File: config.mk
export PLATFORM = sky130hd
export DESIGN_NAME = streamBridge
export DESIGN_NICKNAME = d
export VERILOG_FILES = /design/src/verilog/streamBridgePkg.sv /design/src/verilog/fifoBuffer.sv /design/src/verilog/ingressPort.sv /design/src/verilog/egressPort.sv /design/src/verilog/bridgeControl.sv /design/src/verilog/streamBridge.sv
export VERILOG_INCLUDE_DIRS = /design/src /design/src/verilog
export SDC_FILE = /design/constraint.sdc
export NUM_CORES = 1
export LEC_CHECK = 0
export ABC_AREA = 1
export BUFFER_PORTS_ARGS = -buffer_cell sky130_fd_sc_hd__buf_4
export CAP_MARGIN = 40
export CORE_MARGIN = 4
export CORE_UTILIZATION = 40
export DETAILED_ROUTE_END_ITERATION = 10
export RECOVER_POWER = 100
export REMOVE_ABC_BUFFERS = 1
export SETUP_SLACK_MARGIN = 0.02
export SLEW_MARGIN = 10
export SYNTH_ARGS = -nofsm -noshare
export SYNTH_HDL_FRONTEND = slang
export SYNTH_SLANG_ARGS = --single-unit
File: constraint.sdc
create_clock -name clk -period 2.27 [get_ports clk]
set_input_delay 0.3405 -clock clk [delete_from_list [all_inputs] [get_ports clk]]
set_output_delay 0.3405 -clock clk [all_outputs]
set_load 0.01 [all_outputs]
File: src/verilog/streamBridge_settings.svh
`ifndef STREAMBRIDGE_SETTINGS_SVH
`define STREAMBRIDGE_SETTINGS_SVH

// width of one data word.
`define WORD_SIZE 8

// memory entries in the elastic buffer, a power of two.
// one entry stays unused, so the usable capacity is one less.
`define BUFFER_DEPTH 16

// fill level and credit counter width.
// one bit wider than the buffer address.
`define LEVEL_WIDTH ($clog2(`BUFFER_DEPTH) + 1)

`endif

File: src/verilog/streamBridgePkg.sv
`include "streamBridge_settings.svh"

package streamBridgePkg;

	// one word on the stream, with its end-of-packet marker.
	typedef struct packed {
		logic [`WORD_SIZE-1:0] data;
		logic last; // final word of a packet.
	} streamBeat;

	// buffer state seen by the control and the outside world.
	typedef struct packed {
		logic isData; // at least one word stored.
		logic bufferFull; // next write would be dropped.
		logic dataLost; // last write attempt was dropped.
		logic [`LEVEL_WIDTH-1:0] level; // words currently stored.
	} bridgeStatus;

endpackage

File: src/verilog/fifoBuffer.sv
`timescale 1ns/1ps
`include "streamBridge_settings.svh"

module fifoBuffer (
	input logic clk,
	input logic rst,
	input streamBridgePkg::streamBeat wrBeat,
	input logic wrEn,
	input logic pop,
	output streamBridgePkg::streamBeat headBeat,
	output streamBridgePkg::bridgeStatus status
);

	localparam int addressSize = $clog2(`BUFFER_DEPTH);
	localparam int levelWidth = `LEVEL_WIDTH;

	logic [addressSize-1:0] startPointer; // oldest stored word.
	logic [addressSize-1:0] endPointer; // next free slot.
	logic [addressSize-1:0] nextStartPointer;
	logic [addressSize-1:0] nextEndPointer;
	logic [addressSize-1:0] fillCount;

	streamBridgePkg::streamBeat mem [0:`BUFFER_DEPTH-1];

	logic isData;
	logic bufferFull;
	logic doWrite;
	logic doRead;
	logic lastWriteLostData;

	assign nextStartPointer = startPointer + 1'b1;
	assign nextEndPointer = endPointer + 1'b1;

	// full keeps one slot free so full and empty stay distinct.
	assign isData = startPointer != endPointer;
	assign bufferFull = nextEndPointer == startPointer;

	assign doWrite = wrEn && !bufferFull;
	assign doRead = pop && isData; // pop on empty is ignored.

	// pointer difference wraps modulo depth.
	assign fillCount = endPointer - startPointer;

	always_ff @(posedge clk) begin
		if (doWrite) begin
			mem[endPointer] <= wrBeat;
		end
	end

	always_ff @(posedge clk) begin
		if (rst) begin
			startPointer <= '0;
			endPointer <= '0;
			lastWriteLostData <= 1'b0;
		end else begin
			if (doRead) begin
				startPointer <= nextStartPointer;
			end
			if (wrEn) begin
				endPointer <= doWrite ? nextEndPointer : endPointer;
				lastWriteLostData <= bufferFull; // set on drop, cleared on a good write.
			end
		end
	end

	// show-ahead head word.
	assign headBeat = mem[startPointer];

	assign status.isData = isData;
	assign status.bufferFull = bufferFull;
	assign status.dataLost = lastWriteLostData;
	assign status.level = levelWidth'(fillCount);

endmodule

File: src/verilog/ingressPort.sv
`timescale 1ns/1ps

module ingressPort (
	input logic clk,
	input logic rst,
	input streamBridgePkg::streamBeat inBeat,
	input logic inValid,
	output streamBridgePkg::streamBeat wrBeat,
	output logic wrEn
);

	streamBridgePkg::streamBeat beatReg; // captured payload.
	logic validReg;

	// payload captured on each valid beat.
	always_ff @(posedge clk) begin
		if (inValid) begin
			beatReg <= inBeat;
		end
	end

	always_ff @(posedge clk) begin
		if (rst) begin
			validReg <= 1'b0;
		end else begin
			validReg <= inValid; // every valid beat is accepted.
		end
	end

	// write request lasts exactly the cycle after sampling.
	assign wrBeat = beatReg;
	assign wrEn = validReg;

endmodule

File: src/verilog/egressPort.sv
`timescale 1ns/1ps
`include "streamBridge_settings.svh"

module egressPort (
	input logic clk,
	input logic rst,
	input streamBridgePkg::streamBeat headBeat,
	input logic load,
	input logic creditIn,
	output streamBridgePkg::streamBeat outBeat,
	output logic outValid,
	output logic hasCredit
);

	localparam int creditWidth = `LEVEL_WIDTH;

	logic [creditWidth-1:0] creditCount; // downstream credits held.
	logic creditSaturated;
	streamBridgePkg::streamBeat beatReg;
	logic validReg;

	assign creditSaturated = &creditCount;
	assign hasCredit = creditCount != '0;

	// grant and spend in one cycle cancel out.
	always_ff @(posedge clk) begin
		if (rst) begin
			creditCount <= '0;
		end else begin
			if (creditIn && !load && !creditSaturated) begin
				creditCount <= creditCount + 1'b1;
			end else if (load && !creditIn) begin
				creditCount <= creditCount - 1'b1;
			end
		end
	end

	always_ff @(posedge clk) begin
		if (load) begin
			beatReg <= headBeat; // head word taken at the pop edge.
		end
	end

	always_ff @(posedge clk) begin
		if (rst) begin
			validReg <= 1'b0;
		end else begin
			validReg <= load; // one cycle per word.
		end
	end

	assign outBeat = beatReg;
	assign outValid = validReg;

endmodule

File: src/verilog/bridgeControl.sv
`timescale 1ns/1ps

module bridgeControl (
	input logic clk,
	input logic rst,
	input streamBridgePkg::bridgeStatus status,
	input logic hasCredit,
	output logic pop,
	output logic load,
	output logic creditOut
);

	logic moveWord; // a word leaves the buffer this cycle.

	// one word moves when one is waiting and the receiver can take it.
	assign moveWord = status.isData && hasCredit;

	assign pop = moveWord;
	assign load = moveWord;

	// the freed slot goes back to the sender right away.
	assign creditOut = moveWord;

endmodule

File: src/verilog/streamBridge.sv
`timescale 1ns/1ps

module streamBridge (
	input logic clk,
	input logic rst,
	input streamBridgePkg::streamBeat inBeat,
	input logic inValid,
	input logic creditIn,
	output streamBridgePkg::streamBeat outBeat,
	output logic outValid,
	output logic creditOut,
	output streamBridgePkg::bridgeStatus status
);

	streamBridgePkg::streamBeat wrBeat;
	streamBridgePkg::streamBeat headBeat;
	logic wrEn;
	logic pop;
	logic load;
	logic hasCredit;

	ingressPort i_ingressPort (
		.clk(clk),
		.rst(rst),
		.inBeat(inBeat),
		.inValid(inValid),
		.wrBeat(wrBeat),
		.wrEn(wrEn)
	);

	// elastic store between the two credit loops.
	fifoBuffer i_fifoBuffer (
		.clk(clk),
		.rst(rst),
		.wrBeat(wrBeat),
		.wrEn(wrEn),
		.pop(pop),
		.headBeat(headBeat),
		.status(status)
	);

	bridgeControl i_bridgeControl (
		.clk(clk),
		.rst(rst),
		.status(status),
		.hasCredit(hasCredit),
		.pop(pop),
		.load(load),
		.creditOut(creditOut)
	);

	egressPort i_egressPort (
		.clk(clk),
		.rst(rst),
		.headBeat(headBeat),
		.load(load),
		.creditIn(creditIn),
		.outBeat(outBeat),
		.outValid(outValid),
		.hasCredit(hasCredit)
	);

endmodule

## Word level (Yosys, flattened, before mapping)

Memory sizes are Yosys's and may differ from the RTL's. A register that Yosys moved wholly into a read port is not among the register bits.
Index checks and enable logic that the tools add are counted.

- Input bits: 13
- Bits in writable memories: 144
- Word-level logic and storage cells: 34
- Memories: 1
- Register bits after elaboration: 25

- Add/subtract/negate cells: 5
- Mux-type cells: 4
- Equality and inequality tests: 2
- Reduce and logical (&&, ||, !) cells: 14

Memories:

| memory | depth | width | rd ports | clocked after memory_dff | wr ports | RTL line | RTL |
|---|---|---|---|---|---|---|---|
| i_fifoBuffer.mem | 16 | 9 | 1 | 1 | 1 | fifoBuffer.sv:23 | `` streamBridgePkg::streamBeat mem [0:`BUFFER_DEPTH-1]; `` |

Operators with widths:

| operator | count |
|---|---|
| $mux W5 | 2 |
| $add A4 B1 Y4 const B | 2 |
| $logic_and A1 B1 Y1 | 6 |
| $add A5 B1 Y5 const B | 1 |
| $reduce_and A5 Y1 | 1 |
| $reduce_bool A5 Y1 | 1 |
| $sub A5 B1 Y5 const B | 1 |
| $eq A4 B4 Y1 | 1 |
| $logic_not A1 Y1 | 4 |
| $ne A4 B4 Y1 | 1 |
| $sub A4 B4 Y4 | 1 |
| $mux W1 | 2 |
| $reduce_and A2 Y1 | 1 |
| $reduce_bool A2 Y1 | 1 |

## Longest topological paths before layout

- Depth after elaboration: 6
- Mapped depth: 20

## By module

A second synthesis with hierarchy kept.

- Cell total of the unflattened synthesis: 597
- Area, all modules: 7,457.2 µm²

Modules (own cells, without submodules):

| module | instances | cells an instance | sequential area each (µm²) | area each (µm²) |
|---|---|---|---|---|
| fifoBuffer | 1 | 518 | 4,584.4 | 6,461.2 |
| egressPort | 1 | 63 | 390.4 | 673.1 |
| ingressPort | 1 | 12 | 290.3 | 300.3 |
| bridgeControl | 1 | 4 | 0.0 | 22.5 |

## Least setup slack after synthesis

No wires, ideal clock.

- Kind: register to register
- Start point: reg i_fifoBuffer.startPointer[1]
- End point: reg i_egressPort.creditCount[4]
- Required time: 2.155 ns
- Library setup time: 0.115 ns
- Setup slack: -0.175 ns
- Buffers on the path: 2
- Stages on the path, launching flop included: 19
- Arrival time: 2.330 ns
- Period minus slack after synthesis: 2.445 ns
- Cell sequence: dfxtp_1 > buf_2 > inv_2 > buf_2 > ha_1 > nand2_1 > nor2_1 > nand2_4 > nand2_8 > nand2_8 > ha_1 > nand2_1 > nand2_1 > a21oi_1 > inv_1 > nand2_1 > nand3_1 > nand2_1 > nor2_1

- Word-level cells in the longest chain between the ends: 6
- Elaborated cells on any way between the ends: 8
- Those cells by class: 1 x eq/ne; 1 x mux; 6 x reduce/logical

RTL lines:

| element | RTL line | RTL |
|---|---|---|
| from (decl) | fifoBuffer.sv:17 | `logic [addressSize-1:0] startPointer;` |
| from (signal assigned) | fifoBuffer.sv:57 | `startPointer <= nextStartPointer;` |
| $ne A4 B4 Y1 * | fifoBuffer.sv:35 | `assign isData = startPointer != endPointer;` |
| named net i_fifoBuffer.isData | fifoBuffer.sv:25 | `logic isData;` |
| $logic_and A1 B1 Y1 * | bridgeControl.sv:16 | `assign moveWord = status.isData && hasCredit;` |
| $logic_not A1 Y1 | egressPort.sv:30 | `if (creditIn && !load && !creditSaturated) begin` |
| $logic_and A1 B1 Y1 (2 in a row) | egressPort.sv:30 |  |
| $mux W5 or $reduce_bool A2 Y1 (tied branches) | -- |  |
| to (signal assigned) | egressPort.sv:31 | `creditCount <= creditCount + 1'b1;` |
| to (signal assigned) | egressPort.sv:33 | `creditCount <= creditCount - 1'b1;` |
| to (decl) | egressPort.sv:17 | `logic [creditWidth-1:0] creditCount;` |

The timed path passes the listed nets; every way through them passes the cells marked *.
A chain may end at the register's enable or synchronous reset.

## Final worst setup path

- Start point: reg i_fifoBuffer.startPointer[1]
- End point: out creditOut

- Word-level cells in the longest chain between the ends: 2

RTL lines:

| element | RTL line | RTL |
|---|---|---|
| $ne A4 B4 Y1 | fifoBuffer.sv:35 |  |
| $logic_and A1 B1 Y1 | bridgeControl.sv:16 |  |
| to (decl) | streamBridge.sv:11 | `output logic creditOut,` |

Every way passes these cells.

==> impl_results.html <==
<table>
<tr><th>Metric</th><th>Value</th></tr>
<tr><th colspan="2">STA</th></tr>
<tr><td>Final number of setup-violating endpoints</td><td>0</td></tr>
<tr><td>Final max-slew violation count</td><td>0</td></tr>
<tr><td>F_max</td><td>461 MHz</td></tr>
<tr><td>Slew at the pin with the worst max-slew slack</td><td>715 ps</td></tr>
<tr><td>Max_slew headroom</td><td>0.523</td></tr>
<tr><td>Fin crit period</td><td>2170 ps</td></tr>
<tr><td>Count of final hold-check violations</td><td>0</td></tr>
<tr><td>Worst Skew</td><td>10.2 ps</td></tr>
<tr><td>Slack of the critical path</td><td>102 ps</td></tr>
<tr><td>Part of the cycle the worst path needs</td><td>0.955</td></tr>
<tr><td>Unrepaired setup endpoints after global routing</td><td>yes</td></tr>
<tr><th colspan="2">Clocking</th></tr>
<tr><td>Later-pin clock latency in the skew report</td><td>420 ps</td></tr>
<tr><td>TritonCTS clock tree</td><td>done</td></tr>
<tr><td>Root buffer cell</td><td>sky130_fd_sc_hd__clkbuf_16</td></tr>
<tr><td>Total number of clock tree sinks</td><td>178</td></tr>
<tr><td>Max H-tree Level</td><td>4</td></tr>
<tr><td>Worst-case clock buffer depth</td><td>2</td></tr>
<tr><td>Clock-pin transition on the worst setup and hold timing paths</td><td>60 ps</td></tr>
<tr><td>Number of clock buffers inserted by TritonCTS</td><td>17</td></tr>
<tr><th colspan="2">Yosys</th></tr>
<tr><td>Fraction of synthesis flops using an asynchronous set or reset pin</td><td>0</td></tr>
<tr><td>Number of enable-type register cells in the synthesized netlist</td><td>162</td></tr>
<tr><td>Post-Synthesis Mean Instance Area</td><td>12.5 µm²</td></tr>
<tr><td>Post-synth top area cell</td><td>sky130_fd_sc_hd__edfxtp_1</td></tr>
<tr><td>Post-synth top area share</td><td>0.656</td></tr>
<tr><td>Total of warnings raised by yosys</td><td>0</td></tr>
<tr><td>Distinct cell type count of the synthesized netlist</td><td>32</td></tr>
<tr><td>Gate Count Post-Synth</td><td>592</td></tr>
<tr><td>Most used standard cell by instance count after synthesis</td><td>sky130_fd_sc_hd__edfxtp_1</td></tr>
<tr><td>Sequential cell area fraction in the yosys report</td><td>0.699</td></tr>
<tr><td>Commonest cells in the synthesized netlist</td><td>sky130_fd_sc_hd__edfxtp_1 (162), sky130_fd_sc_hd__nor2_1 (115), sky130_fd_sc_hd__o21ai_0 (70)</td></tr>
<tr><td>Cell area after synthesis</td><td>7410 µm²</td></tr>
<tr><td>Most used DFF post-synth</td><td>sky130_fd_sc_hd__edfxtp_1</td></tr>
<tr><td>Total of flip-flops plus latches after synthesis</td><td>178</td></tr>
<tr><td>Main area contributors after synthesis</td><td>sky130_fd_sc_hd__edfxtp_1 (66%), sky130_fd_sc_hd__nor2_1 (5.8%), sky130_fd_sc_hd__o21ai_0 (4.7%), sky130_fd_sc_hd__dfxtp_1 (4.3%), sky130_fd_sc_hd__o221ai_1 (2.4%)</td></tr>
<tr><th colspan="2">Pwr</th></tr>
<tr><td>Clock group share of total power</td><td>0.288</td></tr>
<tr><td>Switch share</td><td>0.340</td></tr>
<tr><td>Total design power</td><td>9.81 mW</td></tr>
<tr><td>Int Pwr</td><td>6.48 mW</td></tr>
<tr><td>IR Drop Worst-Case VDD</td><td>703 µV</td></tr>
<tr><td>Share of power burned in registers</td><td>0.416</td></tr>
<tr><td>Proportion of power drawn by combinational gates</td><td>0.296</td></tr>
<tr><td>PwrDens</td><td>1150 nW/µm²</td></tr>
<tr><td>Sw power</td><td>3.34 mW</td></tr>
<tr><td>LEAKAGE</td><td>2.95 nW</td></tr>
<tr><th colspan="2">Route</th></tr>
<tr><td>TritonRoute pass-1 iters</td><td>5</td></tr>
<tr><td>Post-route DRC</td><td>0</td></tr>
<tr><td>Detail Route Antenna Nets</td><td>0</td></tr>
<tr><td>First DRT Iteration DRCs</td><td>419</td></tr>
<tr><td>DRT Wirelength</td><td>17,400 µm</td></tr>
<tr><td>Routed vias</td><td>4,782</td></tr>
<tr><td>Via density per instance</td><td>5.42</td></tr>
<tr><td>Avg WL per Cell</td><td>19.7 µm</td></tr>
<tr><th colspan="2">Finish</th></tr>
<tr><td>Total of fill cells in the finished design</td><td>1,588</td></tr>
<tr><td>Fraction of final layout cells sized beyond drive strength 1</td><td>0.185</td></tr>
<tr><td>Total Nets Final</td><td>667</td></tr>
<tr><td>Area used by sequential logic in the layout</td><td>5190 µm²</td></tr>
<tr><td>Signed area change from the synthesized netlist to the final layout</td><td>15.1%</td></tr>
<tr><td>Ant. Diodes</td><td>0</td></tr>
<tr><td>Area of combinational cells with multiple inputs</td><td>1970 µm²</td></tr>
<tr><th colspan="2">Worst setup path</th></tr>
<tr><td>Required time of the critical path</td><td>1930 ps</td></tr>
<tr><td>Capturing element type of the critical path</td><td>output port</td></tr>
<tr><td>Largest fanout of any net on the critical path</td><td>9</td></tr>
<tr><td>Startpoint class of the critical path</td><td>register</td></tr>
<tr><td>Startpoint-to-endpoint class of the critical path</td><td>reg2out</td></tr>
<tr><td>Worst EP arrival</td><td>1830 ps</td></tr>
<tr><th colspan="2">Place</th></tr>
<tr><td>Total of buffers placed on input and output ports</td><td>30</td></tr>
<tr><td>Detailed placer's ending HPWL</td><td>11,000 µm</td></tr>
<tr><td>Last weighted congestion value of the routability-driven placer</td><td>0.822</td></tr>
<tr><td>Post-Place Worst Slack</td><td>36.7 ps</td></tr>
<tr><th colspan="2">GRT</th></tr>
<tr><td>Pin count of the biggest net entering global routing</td><td>52</td></tr>
<tr><td>Initial antenna violation count</td><td>0</td></tr>
<tr><td>Aggregate global-route resource usage</td><td>0.176</td></tr>
<tr><td>Number of global-route vias before repair</td><td>4,840</td></tr>
<tr><td>First-pass GRT wire length</td><td>27,300 µm</td></tr>
<tr><td>Gr ovfl total</td><td>0</td></tr>
<tr><th colspan="2">Job</th></tr>
<tr><td>Count of max-cap constraint violations</td><td>0</td></tr>
<tr><th colspan="2">Floorplanning</th></tr>
<tr><td>Placement Rows</td><td>49</td></tr>
<tr><td>DIE WIDTH</td><td>144 µm</td></tr>
<tr><td>DIE HEIGHT</td><td>144 µm</td></tr>
<tr><td>Die Area</td><td>20,800 µm²</td></tr>
<tr><td>Initial core utilization</td><td>0.410</td></tr>
<tr><td>Top Ports</td><td>32</td></tr>
<tr><td>Placeable core area</td><td>18,100 µm²</td></tr>
<tr><th colspan="2">Status</th></tr>
<tr><td>Status</td><td>finished clean</td></tr>
<tr><th colspan="2">Hold path</th></tr>
<tr><td>Worst min-delay path class</td><td>in2reg</td></tr>
</table>
==> worst paths after layout <==
path / from / end / slack (ps) / depth (start not counted)
setup / recovery: i_fifoBuffer.startPointer[1]$_SDFFE_PP0P_ / creditOut / 100 / 9
hold / removal: inBeat[2] / i_ingressPort.wrBeat[2]$_DFFE_PP_ / 110 / 1
setup reg to reg: i_fifoBuffer.endPointer[0]$_SDFFE_PP0P_ / i_fifoBuffer.mem[3][4]$_DFFE_PP_ / 120 / 13
hold reg to reg: i_fifoBuffer.startPointer[3]$_SDFFE_PP0P_ / i_fifoBuffer.startPointer[3]$_SDFFE_PP0P_ / 500 / 2
==> cell usage in the layout, fill, tap and decap left out, types with 7 or more instances in the layout <==
cell type,count
sky130_fd_sc_hd__nand2_1,36
sky130_fd_sc_hd__nand2_2,9
sky130_fd_sc_hd__nor2_1,114
sky130_fd_sc_hd__clkbuf_1,22
sky130_fd_sc_hd__inv_2,8
sky130_fd_sc_hd__nand3_1,22
sky130_fd_sc_hd__ha_1,8
sky130_fd_sc_hd__o21ai_0,70
sky130_fd_sc_hd__clkbuf_2,7
sky130_fd_sc_hd__edfxtp_1,162
sky130_fd_sc_hd__clkbuf_16,17
sky130_fd_sc_hd__buf_4,17
sky130_fd_sc_hd__o22ai_1,7
sky130_fd_sc_hd__inv_1,16
sky130_fd_sc_hd__a21oi_1,7
sky130_fd_sc_hd__dfxtp_1,12
sky130_fd_sc_hd__clkbuf_4,12
sky130_fd_sc_hd__o211ai_1,16
sky130_fd_sc_hd__o21ai_1,11
sky130_fd_sc_hd__o221ai_1,20
==> worst max-delay path: stages (launching register included) <==
cell and delay (ps):
sky130_fd_sc_hd__dfxtp_2 340, sky130_fd_sc_hd__inv_2 40, sky130_fd_sc_hd__ha_1 280, sky130_fd_sc_hd__nand2_2 100
sky130_fd_sc_hd__nor2_4 50, sky130_fd_sc_hd__nand2_4 100, sky130_fd_sc_hd__nand2_8 70, sky130_fd_sc_hd__buf_8 140
sky130_fd_sc_hd__inv_6 100, sky130_fd_sc_hd__clkbuf_1 170
==> registers in the layout (all words and copies together) (netlist names), 4 cells and up <==
| name | flops |
|---|---|
| i_fifoBuffer.mem | 144 |
| i_egressPort.outBeat | 9 |
| i_ingressPort.wrBeat | 9 |
| i_egressPort.creditCount | 5 |
| i_fifoBuffer.endPointer | 4 |
| i_fifoBuffer.startPointer | 4 |
==> stage by stage <==
stage / setup TNS, ps / hold WS [ps] / instances / cell area [µm²] / utilization
3_3_place_gp: 0 / 484 / 849 / 7990 / 0.442
2_1_floorplan: -109610 / 403 / 557 / 7230 / -
6_report: 0 / 113 / 883 / 8530 / 0.472
5_1_grt: 0 / 86.8 / 883 / 8530 / 0.472
4_1_cts: 0 / 69.3 / 881 / 8580 / 0.474
3_5_place_dp: 0 / 491 / 849 / 7990 / 0.442
==> final cells by class <==
| class | instances | area share |
|---|---|---|
| Clock buffer | 19 | 0.0507 |
| Clock inverter | 13 | 0.0161 |
| Inverter | 28 | 0.0144 |
| Multi-Input combinational cell | 351 | 0.231 |
| Sequential cell | 178 | 0.608 |
| Tap cell | 229 | 0.0336 |
| Timing Repair Buffer | 65 | 0.0463 |
==> repair_timing <==
action                                 CTS  global route
gates resized for setup                  5            24
buffers inserted                         0             2
hold buffers                             0             0
endpoints found under the hold margin    0             0
setup endpoints to repair                3           116
pin swaps                                0             5
==> layer usage <==
metal / global-route usage / vias to the layer above / part of all wire
met2: 0.287 / 120 / 0.50
met5: 0 / - / 0
met1: 0.236 / 2408 / 0.44
li1: - / 2233 / -
met4: 0.0574 / 0 / 0.017
met3: 0.0407 / 21 / 0.046
==> power by group through the flow <==
stage                     combinational, mW  sequential [mW]  clock (mW)
after floorplan                        1.56             4.26           0
after global placement                 2.82             4.14           0
after detailed placement               2.87             4.14           0
after CTS                              2.93             4.07        2.88
after global routing                   3.23             4.10        3.04
final                                  2.90             4.08        2.83
==> cell families after synthesis <==
kind of cell	synth area share
AOI/OAI and AO/OA	0.108
xor gates and xnor gates	0.00591
adders and majority gates	0.0240
buffers and inverters	0.0402
DFF	0.699
other	0.000506
and+or+nand+nor	0.122
No activity file was read; power rests on OpenSTA's default activity.
